[config.mk]
export PLATFORM = sky130hd
export DESIGN_NAME = pc_gen
export DESIGN_NICKNAME = d
export VERILOG_FILES = /design/src/logic/ifu_pkg.sv /design/src/logic/pc_gen.sv
export VERILOG_INCLUDE_DIRS = /design/src /design/src/logic
export SDC_FILE = /design/constraint.sdc
export NUM_CORES = 1
export LEC_CHECK = 0
export ABC_AREA = 1
export BUFFER_PORTS_ARGS = -buffer_cell sky130_fd_sc_hd__buf_2
export CAP_MARGIN = 15
export CORE_ASPECT_RATIO = 1.2
export CORE_MARGIN = 2
export CORE_UTILIZATION = 40
export CTS_BUF_LIST = sky130_fd_sc_hd__clkbuf_4 sky130_fd_sc_hd__clkbuf_8 sky130_fd_sc_hd__clkbuf_16
export CTS_CLUSTER_DIAMETER = 120
export DETAILED_ROUTE_END_ITERATION = 7
export SLEW_MARGIN = 20
export SYNTH_ARGS = -nofsm -noshare
export SYNTH_HDL_FRONTEND = slang
export SYNTH_SLANG_ARGS = --single-unit
[constraint.sdc]
create_clock -name clk -period 1.65 [get_ports clk]
set_input_delay 0.165 -clock clk [delete_from_list [all_inputs] [get_ports clk]]
set_output_delay 0.165 -clock clk [all_outputs]
set_load 0.01 [all_outputs]
[src/logic/ifu_macros.svh]
/*
 * Fetch unit sizing macros.
 * Reset fetch address, ROM word-address width and ROM depth.
 */

`ifndef IFU_MACROS_SVH
`define IFU_MACROS_SVH

// First fetch address after reset.
`define IFU_PC_RST      32'h8000_0000

// ROM word-address bits, 256 words.
`define IFU_ROM_AW      8

// Depth follows the address width.
`define IFU_ROM_DEPTH   (1 << `IFU_ROM_AW)

`endif

[src/logic/ifu_pkg.sv]
/*
 * Fetch unit types.
 * Address word and the fetch handshake state.
 */

package ifu_pkg;

    // Byte address, always word aligned in fetch.
    typedef logic [31:0] pc_t;

    // Idle until memory returns a word, then hold it until taken.
    typedef enum logic {
        FS_IDLE       = 1'b0,
        FS_WAIT_READY = 1'b1
    } fetch_state_t;

endpackage

[src/logic/pc_gen.sv]
/*
 * Program counter generator.
 * Holds the fetch address, picks sequential or redirect target
 * on acceptance and issues one fetch request pulse per fetch.
 */

`timescale 1ns/1ns

`include "ifu_macros.svh"

module pc_gen (
    input  logic             clk,
    input  logic             rst,
    input  logic             accept,
    input  logic             redirect,
    input  ifu_pkg::pc_t     redirect_pc,
    output logic             fetch_req,
    output ifu_pkg::pc_t     fetch_pc
);

    import ifu_pkg::*;

    logic boot;     // Set by reset, starts the very first fetch.
    pc_t  seq_pc;   // Fall-through address.

    assign seq_pc = fetch_pc + 32'd4;

    always_ff @(posedge clk) begin
        if (rst) begin
            boot      <= 1'b1;
            fetch_req <= 1'b0;
        end else begin
            boot      <= 1'b0;
            fetch_req <= boot | accept;    // Single pulse per start.
        end
    end

    // Next address only moves on a downstream transfer.
    always_ff @(posedge clk) begin
        if (rst) begin
            fetch_pc <= `IFU_PC_RST;
        end else if (accept) begin
            fetch_pc <= redirect ? redirect_pc : seq_pc;  // JAL wins.
        end
    end

    // Redirect targets must keep the fetch stream on word boundaries.
    a_pc_aligned: assert property (@(posedge clk) disable iff (rst)
        fetch_pc[1:0] == 2'b00);

endmodule

== Word-level counts from Yosys, hierarchy flattened ==
Cells that the tools add are included.

* $add $sub $neg: 1
* Multiply operators: 0
* Div/mod/pow operators: 0
* Magnitude comparators: 0
* Equal/unequal tests: 0
* Shift-type cells: 0
* Muxes and demuxes: 2
* Bitwise operators: 1
* Reduce and logical (&&, ||, !) cells: 0

{| class="wikitable"
|+ Operators with widths
! cell !! number
|-
| $add 32x3->32 const B || 1
|-
| $mux 32 || 1
|-
| $mux 1 || 1
|-
| $or 1x1->1 || 1
|}

* Bits in registers: 34
* Bits in latches: 0
* Bits in writable memories: 0
* ROM bits: 0
* Input port bits: 36
* Output and inout bits: 33
* Memories kept: 0

== Depth between registers and ports, before layout ==
* Depth after elaboration: 2
* Depth in mapped cells: 10

== Worst setup path after synthesis ==
No wires, ideal clock.

* Kind: reg2reg
* Start: register fetch_pc[3]
* End: register fetch_pc[22]
* Setup time: 129 ps
* Data arrival time: 1347 ps
* Setup slack: 174 ps
* Cell stages (with the launch flop): 9
* Buffers on the path: 0
* Period minus slack after synthesis: 1476 ps
* Path through: dfxtp_1 ha_1 nand3_2 inv_1 nand2_4 nor2_2 nand3_1 a31oi_1 nor2_1

* Cells in the longest elaborated chain, start to end: 2

{| class="wikitable"
|+ RTL lines
! item !! RTL line !! source
|-
| start: declaration || pc_gen.sv:18 || <nowiki>output ifu_pkg::pc_t fetch_pc</nowiki>
|-
| start signal: assignment || pc_gen.sv:41 || <nowiki>fetch_pc <= `IFU_PC_RST;</nowiki>
|-
| start signal: assignment || pc_gen.sv:43 || <nowiki>fetch_pc <= redirect ? redirect_pc : seq_pc;</nowiki>
|-
| $add 32x3->32 || pc_gen.sv:26 || <nowiki>assign seq_pc = fetch_pc + 32'd4;</nowiki>
|-
| $mux 32 || pc_gen.sv:43 ||
|}

Every way passes these cells.
A chain may end at the register's enable or synchronous reset.

== Worst setup path after layout ==
* Start: register fetch_pc[11]
* End: register fetch_pc[30]

Same word-level chain as after synthesis.

==> results.toml <==
[final_layout]
drive_gt1_share_pct = 27.5
fill_cells = 620
antenna_cells = 0
fin_util_pct = 51.3
fin_cells = 515
fin_nets = 487
seq_area_um2 = 686
syn_to_final_growth_pct = 25.1
fin_area_um2 = 2870
multiInputGateArea_um2 = 1420

[setup_path]
r2r_slack_ps = 150
worstReg2RegEnd = "fetch_pc[30]"
start_kind = "register"
crit_type = "reg2reg"
reg2reg_from = "fetch_pc[11]"
crit_path_max_fanout = 4
worstSetupStartpoint = "fetch_pc[11]"
cp-endpoint = "fetch_pc[30]"
ff2ff_path_depth = 9
critPathArrivalTime_ps = 1670
cp_data_required_time_ps = 1820
end_kind = "register"

[global_route]
grt_pass1_wl_um = 12100
grt_max_degree = 25
grt_pass1_vias = 2526
grt_overflow = 0
grt_usage_pct = 24.4
antenna_found_initial = 0

[worst_hold_path]
holdCritPathClass = "in2reg"

[power]
power_frac_clock_pct = 34.2
leakagePower_nw = 1.21
pwr-share-seq_pct = 47.4
intPower_w = 0.00138
p_comb_share_pct = 18.4
vdd_drop_max_mv = 0.439
p_switching_w = 0.000599
p_sw_share_pct = 30.2
p_total_w = 0.00198
power_density_nw_per_um2 = 691

[floorplan]
die_y_um = 86.9
io_pins = 69
rows = 30
chipWidth_um = 73.1
start_util_pct = 41.0
fp.dieArea_um2 = 6350
core_area_um2 = 5590

[timing]
skew_ps = 4.60
tightest_slew_ps = 509
fin_crit_ps = 1500
hold_viol = 0
relSlewSlack_pct = 66.0
rsz0062_at_grt = "true"
drv_slew = 0
finalSetupTns_ps = 0
finalCritPeriodShare_pct = 90.9
max_freq_mhz = 667
finalSetupViolations = 0

[place]
dp_cells = 507
place_area_um2 = 2740
place_congestion = 0.907
hpwl_um = 5350
io_buffers = 68

[yosys]
syn_inst = 376
synth_nets = 413
synth_area_per_cell_um2 = 6.10
ys_async_sr_fraction_pct = 0
synthesis.area_um2 = 2290
synth_warnings = 0
synth_area_leader_cell = "dfxtp_1"
ys_seq_elements = 34
synth-edff-count = 0
synthDistinctLibCells = 31
synth_commonest_cells = "nand2_1, nor2_1, inv_1"
synthFlopType = "dfxtp_1"
yosys.cell_count.top_type = "nand2_1"
synth_top_cell_area_share_pct = 29.7
yosysSeqAreaShare_pct = 29.7
synth_area_leaders = "dfxtp_1, nand2_1, nor2_1"

[cts]
cts-root-buf = "clkbuf_8"
cts.sinks = 34
path_clk_slew_ps = 70
htreeDepth = 2
clock_latency_ps = 290
cts_made_buffers = 5
cts_tree = "built"
cts.path.max_buffers = 2
postCtsHoldBufs = 0

[route]
drt_iter0_drc = 156
wl_per_cell_um = 14.0
ant_nets = 0
routed_wl_um = 7220
dr_total_vias = 2666
viasPerCell = 5.18
drt-pass1-iter-count = 4
drc = 0

[flow_run]
maxCapViolations = 0

[outcome]
outcome = "completed"
[cell type report]
cell class,instances,share of cell area (%)
multi-input combinational,287,49.6
sequential,34,23.9
timing repair buffer,79,14.8
inverter,43,5.63
clock buffer,7,3.14
tap,64,2.79
clock inverter,1,0.175
[how the worst min path moves through the flow]
stage | start | to | slack, ps | cells after the start
2_1_floorplan | rst | boot | 190 | 0
3_3_place_gp | redirect_pc[31] | fetch_pc[31] | 400 | 3
3_5_place_dp | redirect_pc[31] | fetch_pc[31] | 400 | 3
4_1_cts | redirect_pc[31] | fetch_pc[31] | 100 | 3
5_1_grt | redirect_pc[31] | fetch_pc[31] | 130 | 3
6_report | redirect_pc[31] | fetch_pc[31] | 110 | 3
[metrics by stage]
stage          hold slack, ps  worst slack (ps)
2_1_floorplan             193               174
3_3_place_gp              404               125
3_5_place_dp              401               105
4_1_cts                   100              93.8
5_1_grt                   132             -18.6
6_report                  106               150
[what timing repair did]
| item | in CTS | in global routing |
|---|---|---|
| setup buffers | 0 | 0 |
| setup endpoints to repair | 0 | 13 |
| resized for setup | 0 | 11 |
[worst max-delay path, cell delays in order (launching register included)]
cell,delay (ps)
dfxtp_1,390
nand2_1,200
nor2_4,190
nand2_1,70
nor2_1,190
nand2_1,80
nand2_1,50
nand3_1,60
nand2_1,80
a21oi_1,50
[layout by cell type (no fill, tap or decap), drive strengths merged, types with 7 or more instances in the layout]
cell type,synthesis,layout
inv,43,43
buf,3,79
nor2,58,58
nand3,31,31
o211ai,9,9
dfxtp,34,34
o21ai,17,17
nand2,123,123
clkbuf,9,7
nor3,7,7
a21oi,20,20
[flip-flops by register name, indices dropped and copies added, names as in the netlist]
register	flops
boot	1
fetch_pc	32
fetch_req	1
[cells by family after synthesis]
group / share of synthesized area [%]
AND/OR/NAND/NOR: 43.8
AO/OA/AOI/OAI: 15.9
buffers and inverters: 9.28
flip-flops: 29.7
XOR/XNOR: 0.764
adder cells (fa/ha/maj): 0.546
[per-layer routing]
metal / global-route usage (%) / up-vias / part of all wire, % / wire, µm
li1: - / 1368 / - / -
met1: 31.1 / 1219 / 45 / 3240
met2: 41.4 / 75 / 49 / 3550
met3: 5.67 / 4 / 5.2 / 376
met4: 5.89 / 0 / 0.78 / 56
met5: 0 / - / 0 / 0
[power by group through the flow]
stage | sequential [W] | clock [W] | combinational, W
final | 0.000939 | 0.000677 | 0.000365
after global routing | 0.000948 | 0.000729 | 0.000413
after CTS | 0.000937 | 0.000688 | 0.000366
after detailed placement | 0.000956 | 0 | 0.000364
after global placement | 0.000954 | 0 | 0.000363
after floorplan | 0.000971 | 0 | 0.000178
No activity file was read; power rests on OpenSTA's default activity.
