`src/logic/ifu_macros.svh`:
```
/*
 * Fetch unit sizing macros.
 * Reset fetch address, ROM word-address width and ROM depth.
 */

`ifndef IFU_MACROS_SVH
`define IFU_MACROS_SVH

// First fetch address after reset.
`define IFU_PC_RST      32'h8000_0000

// ROM word-address bits, 256 words.
`define IFU_ROM_AW      8

// Depth follows the address width.
`define IFU_ROM_DEPTH   (1 << `IFU_ROM_AW)

`endif

```
`src/logic/ifu_pkg.sv`:
```
/*
 * Fetch unit types.
 * Address word and the fetch handshake state.
 */

package ifu_pkg;

    // Byte address, always word aligned in fetch.
    typedef logic [31:0] pc_t;

    // Idle until memory returns a word, then hold it until taken.
    typedef enum logic {
        FS_IDLE       = 1'b0,
        FS_WAIT_READY = 1'b1
    } fetch_state_t;

endpackage

```
`src/logic/rv_isa_pkg.sv`:
```
/*
 * RV32I encoding definitions.
 * Per-format instruction structs and their union, base opcodes,
 * and the format class enum used by predecode.
 */

package rv_isa_pkg;

    typedef struct packed {
        logic [6:0] funct7;
        logic [4:0] rs2;
        logic [4:0] rs1;
        logic [2:0] funct3;
        logic [4:0] rd;
        logic [6:0] opcode;
    } r_fmt_t;

    typedef struct packed {
        logic [11:0] imm_11_0;
        logic [4:0]  rs1;
        logic [2:0]  funct3;
        logic [4:0]  rd;
        logic [6:0]  opcode;
    } i_fmt_t;

    typedef struct packed {
        logic [6:0] imm_11_5;
        logic [4:0] rs2;
        logic [4:0] rs1;
        logic [2:0] funct3;
        logic [4:0] imm_4_0;
        logic [6:0] opcode;
    } s_fmt_t;

    typedef struct packed {
        logic       imm_12;
        logic [5:0] imm_10_5;
        logic [4:0] rs2;
        logic [4:0] rs1;
        logic [2:0] funct3;
        logic [3:0] imm_4_1;
        logic       imm_11;
        logic [6:0] opcode;
    } b_fmt_t;

    typedef struct packed {
        logic [19:0] imm_31_12;
        logic [4:0]  rd;
        logic [6:0]  opcode;
    } u_fmt_t;

    typedef struct packed {
        logic       imm_20;
        logic [9:0] imm_10_1;
        logic       imm_11;
        logic [7:0] imm_19_12;
        logic [4:0] rd;
        logic [6:0] opcode;
    } j_fmt_t;

    // One word, six views. Opcode sits in bits 6:0 for all of them.
    typedef union packed {
        r_fmt_t r_fmt;
        i_fmt_t i_fmt;
        s_fmt_t s_fmt;
        b_fmt_t b_fmt;
        u_fmt_t u_fmt;
        j_fmt_t j_fmt;
    } rv_inst_t;

    localparam logic [6:0] OPC_LUI    = 7'b0110111;
    localparam logic [6:0] OPC_AUIPC  = 7'b0010111;
    localparam logic [6:0] OPC_JAL    = 7'b1101111;
    localparam logic [6:0] OPC_JALR   = 7'b1100111;
    localparam logic [6:0] OPC_BRANCH = 7'b1100011;
    localparam logic [6:0] OPC_LOAD   = 7'b0000011;
    localparam logic [6:0] OPC_STORE  = 7'b0100011;
    localparam logic [6:0] OPC_OP_IMM = 7'b0010011;
    localparam logic [6:0] OPC_OP     = 7'b0110011;

    typedef enum logic [2:0] {
        CLS_R,
        CLS_I,
        CLS_S,
        CLS_B,
        CLS_U,
        CLS_J,
        CLS_BAD     // Opcode outside the supported set.
    } inst_class_t;

endpackage

```
`src/logic/ifu_machine.sv`:
```
/*
 * Fetch hand-off state machine.
 * Captures pc and instruction on the memory valid pulse and holds
 * them with a valid level until the next stage is ready.
 */

`timescale 1ns/1ns

`include "ifu_macros.svh"

module ifu_machine (
    input  logic                  clk,
    input  logic                  rst,
    input  logic                  mem_valid,
    input  ifu_pkg::pc_t          mem_pc,
    input  logic [31:0]           mem_inst,
    input  logic                  wbu_ready,
    output logic                  ifu_valid,
    output logic                  accept,
    output ifu_pkg::pc_t          pc,
    output rv_isa_pkg::rv_inst_t  inst
);

    import ifu_pkg::*;

    fetch_state_t state;
    fetch_state_t next_state;
    logic         capture;

    assign capture = (state == FS_IDLE) & mem_valid;  // Only load point.

    always_comb begin
        next_state = state;
        case (state)
            FS_IDLE:       if (mem_valid) next_state = FS_WAIT_READY;
            FS_WAIT_READY: if (wbu_ready) next_state = FS_IDLE;
            default:       next_state = FS_IDLE;
        endcase
    end

    always_ff @(posedge clk) begin
        if (rst) state <= FS_IDLE;
        else     state <= next_state;
    end

    always_ff @(posedge clk) begin
        if (rst) begin
            pc   <= `IFU_PC_RST;
            inst <= '0;
        end else if (capture) begin
            pc   <= mem_pc;
            inst <= mem_inst;
        end
    end

    assign ifu_valid = (state == FS_WAIT_READY);
    assign accept    = ifu_valid & wbu_ready;  // Transfer edge, restarts fetch.

    // Memory answers only a request issued after the last transfer.
    a_valid_in_idle: assert property (@(posedge clk) disable iff (rst)
        mem_valid |-> state == FS_IDLE);

    // Stalled output stays put and keeps its valid.
    a_hold_stall: assert property (@(posedge clk) disable iff (rst)
        (ifu_valid && !wbu_ready) |=> (ifu_valid && $stable(pc) && $stable(inst)));

endmodule

```
`config.mk`:
```
export PLATFORM = sky130hd
export DESIGN_NAME = ifu_machine
export DESIGN_NICKNAME = d
export VERILOG_FILES = /design/src/logic/ifu_pkg.sv /design/src/logic/rv_isa_pkg.sv /design/src/logic/ifu_machine.sv
export VERILOG_INCLUDE_DIRS = /design/src /design/src/logic
export SDC_FILE = /design/constraint.sdc
export NUM_CORES = 1
export LEC_CHECK = 0
export BUFFER_PORTS_ARGS = -buffer_cell sky130_fd_sc_hd__buf_2
export CORE_MARGIN = 4
export CORE_UTILIZATION = 44
export CTS_CLUSTER_DIAMETER = 150
export DETAILED_ROUTE_END_ITERATION = 10
export PLACE_DENSITY = 0.74
export SLEW_MARGIN = 0
export SYNTH_ARGS = -nofsm -noshare
export SYNTH_HDL_FRONTEND = slang
export SYNTH_SLANG_ARGS = --single-unit
```
`constraint.sdc`:
```
create_clock -name clk -period 2.77 [get_ports clk]
set_input_delay 0.4155 -clock clk [delete_from_list [all_inputs] [get_ports clk]]
set_output_delay 0.4155 -clock clk [all_outputs]
set_load 0.05 [all_outputs]
```
# Word-level counts from Yosys, hierarchy flattened
# Index checks and enable logic that the tools add are counted.
# Widths: inputs -> output; s select.
# totals
latch_bits,0
inputBits,68
mem_bits_rw,0
romBits,0
out_inout_bits,66
reg_bits,65
memories,0
wordCells,9
# classes
n_bitwise,3
order_cmp,0
div_mod_pow,0
multipliers,0
add_sub_neg,0
eq_ne,0
shifts,0
reduce_logical,0
n_mux,3
# op_table
op,count
$and 1x1->1,2
$mux 1,2
$pmux 1 s2,1
$not 1->1,1

# Logic depth before layout (Yosys ltp)
# depth
word_depth,2
depth_mapped,5
depth_no_buf,2

# Worst setup path after synthesis
# OpenSTA, ideal clock, no wires.
# synth_path
path_kind,flip-flop to output port
start,"register state, in the netlist ifu_valid"
end,output accept
path_buffers,1
path_stages_with_launch,3
slack_ns,0.967
arrival_time_ns,1.387
required_ns,2.355
cell_sequence,dfxtp_1 > clkbuf_1 > and2_1
# synth_between
elab_chain_len,1
# synth_rtl
element,line_no,source
"start, declared",ifu_machine.sv:26,fetch_state_t state;
"start signal, assigned",ifu_machine.sv:43,else state <= next_state;
$and 1x1->1,ifu_machine.sv:57,assign accept = ifu_valid & wbu_ready;
"end, declared",ifu_machine.sv:19,"output logic accept,"
# Every way passes these cells.

# Final worst setup path
# Ends and elaborated chain as after synthesis.

==> metrics.txt <==
max_slew headroom=between 50% and 60%; clk slew on worst S/H paths=~60 ps; DRT antenna net count=0; CP endpoint kind=output pin; Cells on Worst Hold Path=3; post-synthesis sequential area ratio=between 40% and 50%; Peak VDD IR=0.313 mV; Tot GR Track Use=17.4%; setup tns final=0 ps; Ports=between 100 and 150; # hold bufs at CTS=0; Flop pwr share=between 40 and 50%; first-pass GRT wire length=approximately 12000 um; CTS H-tree lvls=3; Cell variety after synth=18; Residual DRC=0; Num CTS Buffers=9; gp weighted congestion=around 0.68; Clk pwr share=between 30% and 40%; total length of routed wires=7620 um; Die Y-Extent=~93 um; DP HPWL=4970 um; Int Pwr=1.54 mW; Max Cap Viol=0; number of I/O port buffers=around 130; crit path DAT=approximately 1600 ps; die width=between 90 and 100 um; final setup fails=0; top cells by area, synth=dfxtp_1, nand4bb_1, o21ai_2, nand2b_1, buf_12; biggest area consumer among synthesized cells=dfxtp_1; worst-path fanout max=42; sw frac=32.1%; Reg2Reg Depth=3; DR WL/cell=14.9 um; Vias/cell=4.99; Core Footprint=about 7000 um2; Critical Path RT=roughly 2400 ps; Critical Setup Path Class=register to output pin; diode count=0; post-route clock period utilization=a little under three quarters; grt peak-use layer=met2; crit path launch type=register; Initial Util=46.2%; Yosys Warn Count=0; RSZ-0062 raised after global routing=false; Pwr Total=2.27 mW; Mapped Area=roughly 3200 um2; root buf cell=clkbuf_8; grt ovf=0; Worst-Margin Slew=around 670 ps; static leakage=1.67 nW; NumNets Final=about 480; combinational fraction of design power=around 24%; Psw=729 uW; share of cells above drive strength 1=roughly half; largest net degree at the start of global routing=130; buffers from clock root to sink, at most=2; post-cts repair resize count=0; 1st-pass router iterations=4; Hold WC Path Type=input port to register; Max Freq=around 510 MHz; Synth Register Bits=65; Core Rows=30; 1st-iter DRT viols=95; vias in the first global route=2481; Max Slew Vio Count=0; post-synthesis cell count=296; Post-CTS Setup Repair Bufs=0; status=finished, final reports clean; met3 usage=approximately 7.2%; Final Hold Fails=0; met2 Use GR=between 20% and 30%; Die ar.=8720 um2; Mapped Nets=between 300 and 400; Clock Skew=roughly 2.7 ps; clk sinks=65; syn_area_per_cell=~11 um2; via count=between 2000 and 3000; minimum clock period=a little under 2000 ps; initial antenna violation count=0; GR Util met1=a little under a quarter; share of the synthesized area in the top cell type=40.6%; area grow syn2layout=23.8%; PD cells=572 nW/um2; worst skew pair latency=about 320 ps; CTS tree=yes
==> cells in the mapped netlist <==
| cell type | count |
|---|---|
| dfxtp_1 | 65 |
| nand2b_1 | 63 |
| nand4bb_1 | 63 |
| o21ai_2 | 50 |
| clkbuf_1 | 19 |
| o21ai_0 | 13 |
| buf_2 | 7 |
| buf_12 | 5 |
| nor2_1 | 2 |
| and2_1 | 1 |
| buf_4 | 1 |
| buf_6 | 1 |
| buf_8 | 1 |
| clkbuf_2 | 1 |
| mux2i_1 | 1 |
| nor2b_1 | 1 |
| nor2b_4 | 1 |
| o21ba_2 | 1 |
==> metrics by stage <==
stage          setup slack, ps  hold slack [ps]  util [%]  instances  area [um2]
2_1_floorplan              967              583         -        296        3210
3_3_place_gp               911              459      54.8        496        3810
3_5_place_dp               873              462      54.8        496        3810
4_1_cts                    756              340      57.2        510        3970
5_1_grt                    645              353      57.2        510        3970
6_report                   790              354      57.2        510        3970
==> registers in the layout, summed over array words and instances (netlist names) <==
signal	flops
inst	32
pc	32
ifu_valid	1
==> final cells by class <==
cell class                 instances  area [um2]
timing repair buffer             139         723
tap                               96         120
clock buffer                      14         163
fill                             649        2980
sequential                        65        1300
multi-input combinational        196        1660
==> logic make-up (layout without fill, tap and decap cells) <==
kind of cell / count (synthesis) / in the layout / synth area share (%)
buffers and inverters: 35 / 153 / 7.65
multiplexers: 1 / 1 / 0.312
AO/OA/AOI/OAI: 64 / 64 / 16.0
flip-flops: 65 / 65 / 40.6
AND/OR/NAND/NOR: 131 / 131 / 35.5
==> final timing paths <==
path,slack (ps),from,to
setup reg to reg,1270,ifu_valid,ifu_valid
hold / removal,350,mem_pc[26],pc[26]
setup / recovery,790,ifu_valid,accept
hold reg to reg,470,inst[11],inst[11]
==> worst max-delay path, cell delays in order (launching register included) <==
cell	delay, ps
dfxtp_2	770
and2_1	210
buf_2	260
==> layout by cell type (no fill, tap or decap), drive strengths merged <==
master,n
and2,1
buf,139
clkbuf,14
dfxtp,65
mux2i,1
nand2b,63
nand4bb,63
nor2,2
nor2b,2
o21ai,63
o21ba,1
==> power by group through the flow <==
stage	clock, mW	combinational, mW	sequential (mW)
after floorplan	0	0.225	1.26
after global placement	0	0.542	1.06
after detailed placement	0	0.550	1.06
after CTS	0.711	0.551	1.04
after global routing	0.753	0.579	1.05
final	0.685	0.546	1.04
==> layer usage <==
layer  wire (um)  vias to the layer above
li1            -                     1299
met1        3430                     1142
met2        3360                       99
met3         776                        6
met4          61                        0
met5           0                        -
No activity file was read; power rests on OpenSTA's default activity.
