<file path="config.mk">
export PLATFORM = sky130hd
export DESIGN_NAME = inst_predecode
export DESIGN_NICKNAME = d
export VERILOG_FILES = /design/src/logic/ifu_macros.svh /design/src/logic/ifu_pkg.sv /design/src/logic/rv_isa_pkg.sv /design/src/logic/inst_predecode.sv
export SDC_FILE = /design/constraint.sdc
export NUM_CORES = 1
export LEC_CHECK = 0
export BUFFER_PORTS_ARGS = -buffer_cell sky130_fd_sc_hd__buf_2
export CAP_MARGIN = 20
export CORE_UTILIZATION = 48
export DETAILED_ROUTE_END_ITERATION = 12
export PLACE_DENSITY = 0.94
export SLEW_MARGIN = 20
export SYNTH_ARGS = -nofsm -noshare
export SYNTH_HDL_FRONTEND = slang
export SYNTH_SLANG_ARGS = --single-unit
</file>
<file path="constraint.sdc">
create_clock -name vclk -period 4.1
set_input_delay 0.205 -clock vclk [all_inputs]
set_output_delay 0.205 -clock vclk [all_outputs]
set_load 0.005 [all_outputs]
</file>
<file path="src/logic/ifu_macros.svh">
/*
 * Fetch unit sizing macros.
 * Reset fetch address, ROM word-address width and ROM depth.
 */

`ifndef IFU_MACROS_SVH
`define IFU_MACROS_SVH

// First fetch address after reset.
`define IFU_PC_RST      32'h8000_0000

// ROM word-address bits, 256 words.
`define IFU_ROM_AW      8

// Depth follows the address width.
`define IFU_ROM_DEPTH   (1 << `IFU_ROM_AW)

`endif

</file>
<file path="src/logic/ifu_pkg.sv">
/*
 * Fetch unit types.
 * Address word and the fetch handshake state.
 */

package ifu_pkg;

    // Byte address, always word aligned in fetch.
    typedef logic [31:0] pc_t;

    // Idle until memory returns a word, then hold it until taken.
    typedef enum logic {
        FS_IDLE       = 1'b0,
        FS_WAIT_READY = 1'b1
    } fetch_state_t;

endpackage

</file>
<file path="src/logic/rv_isa_pkg.sv">
/*
 * RV32I encoding definitions.
 * Per-format instruction structs and their union, base opcodes,
 * and the format class enum used by predecode.
 */

package rv_isa_pkg;

    typedef struct packed {
        logic [6:0] funct7;
        logic [4:0] rs2;
        logic [4:0] rs1;
        logic [2:0] funct3;
        logic [4:0] rd;
        logic [6:0] opcode;
    } r_fmt_t;

    typedef struct packed {
        logic [11:0] imm_11_0;
        logic [4:0]  rs1;
        logic [2:0]  funct3;
        logic [4:0]  rd;
        logic [6:0]  opcode;
    } i_fmt_t;

    typedef struct packed {
        logic [6:0] imm_11_5;
        logic [4:0] rs2;
        logic [4:0] rs1;
        logic [2:0] funct3;
        logic [4:0] imm_4_0;
        logic [6:0] opcode;
    } s_fmt_t;

    typedef struct packed {
        logic       imm_12;
        logic [5:0] imm_10_5;
        logic [4:0] rs2;
        logic [4:0] rs1;
        logic [2:0] funct3;
        logic [3:0] imm_4_1;
        logic       imm_11;
        logic [6:0] opcode;
    } b_fmt_t;

    typedef struct packed {
        logic [19:0] imm_31_12;
        logic [4:0]  rd;
        logic [6:0]  opcode;
    } u_fmt_t;

    typedef struct packed {
        logic       imm_20;
        logic [9:0] imm_10_1;
        logic       imm_11;
        logic [7:0] imm_19_12;
        logic [4:0] rd;
        logic [6:0] opcode;
    } j_fmt_t;

    // One word, six views. Opcode sits in bits 6:0 for all of them.
    typedef union packed {
        r_fmt_t r_fmt;
        i_fmt_t i_fmt;
        s_fmt_t s_fmt;
        b_fmt_t b_fmt;
        u_fmt_t u_fmt;
        j_fmt_t j_fmt;
    } rv_inst_t;

    localparam logic [6:0] OPC_LUI    = 7'b0110111;
    localparam logic [6:0] OPC_AUIPC  = 7'b0010111;
    localparam logic [6:0] OPC_JAL    = 7'b1101111;
    localparam logic [6:0] OPC_JALR   = 7'b1100111;
    localparam logic [6:0] OPC_BRANCH = 7'b1100011;
    localparam logic [6:0] OPC_LOAD   = 7'b0000011;
    localparam logic [6:0] OPC_STORE  = 7'b0100011;
    localparam logic [6:0] OPC_OP_IMM = 7'b0010011;
    localparam logic [6:0] OPC_OP     = 7'b0110011;

    typedef enum logic [2:0] {
        CLS_R,
        CLS_I,
        CLS_S,
        CLS_B,
        CLS_U,
        CLS_J,
        CLS_BAD     // Opcode outside the supported set.
    } inst_class_t;

endpackage

</file>
<file path="src/logic/inst_predecode.sv">
/*
 * Instruction predecode.
 * Format class and sign-extended immediate of the held word,
 * plus the static JAL redirect back to the PC generator.
 */

`timescale 1ns/1ns

module inst_predecode (
    input  ifu_pkg::pc_t             pc,
    input  rv_isa_pkg::rv_inst_t     inst,
    output rv_isa_pkg::inst_class_t  inst_class,
    output logic [31:0]              imm,
    output logic                     redirect,
    output ifu_pkg::pc_t             redirect_pc
);

    import rv_isa_pkg::*;

    logic [6:0]  opcode;
    logic [31:0] imm_j;

    assign opcode = inst.r_fmt.opcode;   // Same bits in every format.

    assign imm_j = {{11{inst.j_fmt.imm_20}}, inst.j_fmt.imm_20, inst.j_fmt.imm_19_12,
                    inst.j_fmt.imm_11, inst.j_fmt.imm_10_1, 1'b0};

    always_comb begin
        case (opcode)
            OPC_OP:                         inst_class = CLS_R;
            OPC_OP_IMM, OPC_LOAD, OPC_JALR: inst_class = CLS_I;
            OPC_STORE:                      inst_class = CLS_S;
            OPC_BRANCH:                     inst_class = CLS_B;
            OPC_LUI, OPC_AUIPC:             inst_class = CLS_U;
            OPC_JAL:                        inst_class = CLS_J;
            default:                        inst_class = CLS_BAD;
        endcase
    end

    always_comb begin
        case (inst_class)
            CLS_I: imm = {{20{inst.i_fmt.imm_11_0[11]}}, inst.i_fmt.imm_11_0};
            CLS_S: imm = {{20{inst.s_fmt.imm_11_5[6]}}, inst.s_fmt.imm_11_5,
                          inst.s_fmt.imm_4_0};
            CLS_B: imm = {{19{inst.b_fmt.imm_12}}, inst.b_fmt.imm_12, inst.b_fmt.imm_11,
                          inst.b_fmt.imm_10_5, inst.b_fmt.imm_4_1, 1'b0};
            CLS_U: imm = {inst.u_fmt.imm_31_12, 12'b0};  // Upper field only.
            CLS_J: imm = imm_j;
            default: imm = 32'b0;                         // R and BAD carry none.
        endcase
    end

    // Only JAL has a target known at fetch.
    assign redirect    = (opcode == OPC_JAL);
    assign redirect_pc = pc + imm_j;

endmodule

</file>
==> Word level (Yosys, flattened, before mapping) <==
Cells that the tools add are included.
{ "word_totals": {"regBits": 0, "latch_bits": 0, "mem_bits_rw": 0, "mem_bits_ro": 0, "input_bits": 64, "output_inout_bits": 68, "word_cells": 19, "n_memories": 0} }
{ "op_classes": {"addsub": 1, "n_mul": 0, "n_div": 0, "n_lt_le_gt_ge": 0, "n_eq_ne": 14, "shifts": 0, "n_mux": 2, "bitwise_logic": 0, "n_reduce_logical": 2} }
{ "op_table": {"columns": ["cell", "count"], "rows": [
  ["one-hot mux 32 bit (5 select lines)", 1],
  ["adder 32 bit", 1],
  ["== test 7 x 6 -> 1 bit, second input constant", 3],
  ["== test 7 bit, second input constant", 3],
  ["one-hot mux 3 bit (6 select lines)", 1],
  ["== test 7 x 5 -> 1 bit, second input constant", 2],
  ["== test 7 x 2 -> 1 bit, second input constant", 1],
  ["== test 3 x 2 -> 1 bit, second input constant", 2],
  ["== test 3 bit, second input constant", 2],
  ["== test 3 x 1 -> 1 bit, second input constant", 1],
  ["OR reduction 3 bit", 1],
  ["OR reduction 2 bit", 1]
]} }

==> Logic depth before layout (Yosys ltp) <==
{ "depth": {"ltp_word": 5, "ltp_mapped": 11} }

==> Worst setup path before layout <==
OpenSTA, ideal clock, no wires.
{ "synth_timing": {"kind": "input-to-output", "start": "input pc[1]", "end": "output redirect_pc[25]", "arrival_time_ps": 2358, "t_required_ps": 3895, "setup_slack_ps": 1537, "stages": 11, "path_buffers": 0, "cell_sequence": "ha_1 inv_1 fa_1 nor2b_1 o31ai_1 a21oi_2 a31oi_2 o31ai_2 a21oi_1 a2111o_1 nand3_1"} }
{ "synth_between": {"elab_chain_len": 1} }
{ "synth_rtl": {"columns": ["element", "line", "source"], "rows": [
  ["start, declared", "inst_predecode.sv:10", "input ifu_pkg::pc_t pc,"],
  ["adder 32 bit", "inst_predecode.sv:55", "assign redirect_pc = pc + imm_j;"],
  ["end, declared", "inst_predecode.sv:15", "output ifu_pkg::pc_t redirect_pc"]
]} }
Every way passes these cells.

==> Worst setup path in the final report <==
{ "layout_timing": {"start": "input inst[21] in the netlist's numbering", "end": "output redirect_pc[25]"} }
{ "layout_between": {"elab_chain_len": 1} }
{ "layout_rtl": {"columns": ["element", "line", "source"], "rows": [
  ["start, declared", "inst_predecode.sv:11", "input rv_isa_pkg::rv_inst_t inst,"],
  ["adder 32 bit", "inst_predecode.sv:55", null]
]} }
Every way passes these cells.

==> results.py <==
metrics = {
    "outcome": {
        "outcome": "finished, final reports clean",
    },
    "finish": {
        "design.seq.count": 0,
        "n_clock_buffer": 0,
        "syn_to_final_growth_pct": 33.1,
        "fin_nets": 543,
        "fin_area_um2": 2760,
        "final_util_pct": 67.5,
        "antennaDiodeCount": 0,
        "regArea_um2": 0,
        "drive_gt1_share_pct": 32.6,
        "multi_input_area_um2": 1990,
        "layoutNonFillerInstCount": 495,
        "nFillCells": 356,
    },
    "setup_path": {
        "crit_chain": "buf_2 > ha_1 > inv_1 > fa_1 > nor2b_1 > o31ai_1 > a21oi_2 > a31oi_2 > o31ai_2 > a21oi_1 > a2111o_1 > nand3_1 > buf_2",
        "crit_arrival_ns": 2.84,
        "cp_common_cell": "buf_2",
        "crit_path_max_fanout": 4,
        "cp-start-kind": "input port",
        "critPathRequiredTime_ns": 3.89,
        "slowest_delay_ns": 0.43,
        "end_kind": "primary output",
        "critPathKind": "in -> out",
        "slowest_stage": "a2111o_1",
    },
    "global_route": {
        "grt_pass1_vias": 2656,
        "grt_overflow": 0,
        "grt_start_max_net_pins": 17,
        "grt_pass1_wl_mm": 10.9,
        "track_usage_pct": 29.7,
        "antenna_found_initial": 0,
    },
    "sta": {
        "timing.hold.ws_ns": 0.410,
        "relSlewSlack_pct": 47.2,
        "setup_ws_ns": 1.05,
        "period_needed_ns": 3.05,
        "grt_setup_unrepaired": "no",
        "setup_violations": 0,
        "fmax_mhz": 328,
        "fin_setup_tns_ns": 0,
        "final-hold-violation-count": 0,
        "fin_crit_sh_pct": 74.3,
        "drv_slew": 0,
        "worstMarginPinSlew_ns": 0.790,
    },
    "clocking": {
        "cts_hold_buf": 0,
        "postCtsResizedCells": 0,
        "cts_setup_buffers": 0,
    },
    "hold_path": {
        "hold_depth": 0,
        "hold_start": "pc[0]",
        "whs_endpoint": "redirect_pc[0]",
        "hold_path_class": "in -> out",
    },
    "logic_synthesis": {
        "post_synth_num_cell_types": 50,
        "syn_area_um2": 2070,
        "yosys-top-cells-count": "45 x nand2_1, 42 x a21oi_1, 32 x nor2_1",
        "synth_nets": 417,
        "synth.avg_cell_area_um2": 6.46,
        "yosys.area_share.simple_pct": 26.4,
        "synthTopCellsByArea": "ha_1 19%, a21oi_1 10%, nand2_1 8.1%",
        "synthXorXnorAreaFrac_pct": 10.6,
        "seq_area_frac_synth_pct": 0,
        "synthAdderAreaFrac_pct": 19.7,
        "syn_inst": 321,
        "synth_compound_area_share_pct": 39.3,
        "yosys.area.top_type": "ha_1",
        "synth.area.mux_share_pct": 0,
        "synth_top_family_by_area": "compound AO/OA/AOI/OAI gates",
        "synth_top_area_share_pct": 18.7,
        "yosys_warnings": 0,
        "synth.most_common_cell": "nand2_1",
    },
    "routing": {
        "wl_per_cell_um": 14.0,
        "firstDrtPassIters": 4,
        "wirelength_mm": 6.93,
        "drt.antenna.violating_nets": 0,
        "route.vias.total": 2852,
        "drtIter0Drc": 165,
        "post-route-drc-count": 0,
        "viasPerCell": 5.76,
    },
    "pwr": {
        "ir_drop_mv": 0.0696,
        "finalPower_mw": 0.395,
        "power.leakage_nw": 1.40,
        "p_per_area_nw_per_um2": 143,
    },
    "placement": {
        "portBuffers": 130,
        "placed_area_um2": 2760,
        "place_ws_ns": 1.08,
        "gp_congestion": 0.897,
        "dp_cells": 495,
        "place_hpwl_mm": 5.92,
    },
    "floorplanning": {
        "die_y_um": 67.7,
        "die_area_um2": 4590,
        "coreArea_um2": 4090,
        "num_io_pins": 132,
        "core.rowCount": 23,
        "start_util_pct": 50.7,
        "die_w_um": 67.7,
    },
    "run": {
        "cap_viol_max_count": 0,
    },
}
==> worst max-delay path, delay by kind of cell <==
family / cells / cell delay (ns)
AOI/OAI and AO/OA: 6 / 1.58
adders and majority gates: 2 / 0.56
buffers and inverters: 3 / 0.27
and+or+nand+nor: 2 / 0.22
==> kinds of logic (layout without fill, tap and decap cells) <==
kind of cell | after synthesis | count (layout)
XOR/XNOR | 25 | 25
AO/OA/AOI/OAI | 124 | 124
buffers and inverters | 21 | 145
adder cells (fa/ha/maj) | 32 | 32
AND/OR/NAND/NOR | 119 | 119
==> power breakdown <==
part | switching (mW) | internal [mW] | total (mW)
Combinational | 0.214 | 0.181 | 0.395
Clock | 0 | 0 | 0
Sequential | 0 | 0 | 0
Total | 0.214 | 0.181 | 0.395
==> cell usage in the layout, fill, tap and decap left out, types with 4 or more instances in the layout <==
cell     synthesis  routed
a21o_1          14      14
a21oi_1         42      42
buf_2            0     130
ha_1            31      31
inv_1           14      14
nand2_1         45      45
nand3_1         13      13
nand4_1          4       4
nor2_1          32      32
nor3_1           6       6
o21ai_0         27      27
o31ai_1          6       6
xnor2_1         15      15
xor2_1          10      10
==> metal layers <==
layer	vias to the layer above	share of wire (%)	GRT usage, %
li1	1439	-	-
met1	1268	42	34.3
met5	-	0	0
met2	126	49	55.4
met4	0	2.6	9.31
met3	19	6.4	3.89
==> how the worst max path moves through the flow <==
stage | start | to | slack [ns] | cells after the start
2_1_floorplan | pc[1] | redirect_pc[25] | 1.54 | 11
3_3_place_gp | inst[21] | redirect_pc[25] | 1.19 | 13
3_5_place_dp | inst[21] | redirect_pc[25] | 1.08 | 13
4_1_cts | inst[21] | redirect_pc[25] | 1.08 | 13
5_1_grt | inst[21] | redirect_pc[25] | 0.85 | 13
6_report | inst[21] | redirect_pc[25] | 1.05 | 13
==> final cells by class <==
| class | count | area share (%) |
|---|---|---|
| inverter | 15 | 2.04 |
| multi-input combinational | 300 | 72.1 |
| timing repair buffer | 130 | 23.6 |
| tap | 50 | 2.27 |
Note: power is estimated with default switching activity, not from simulation.
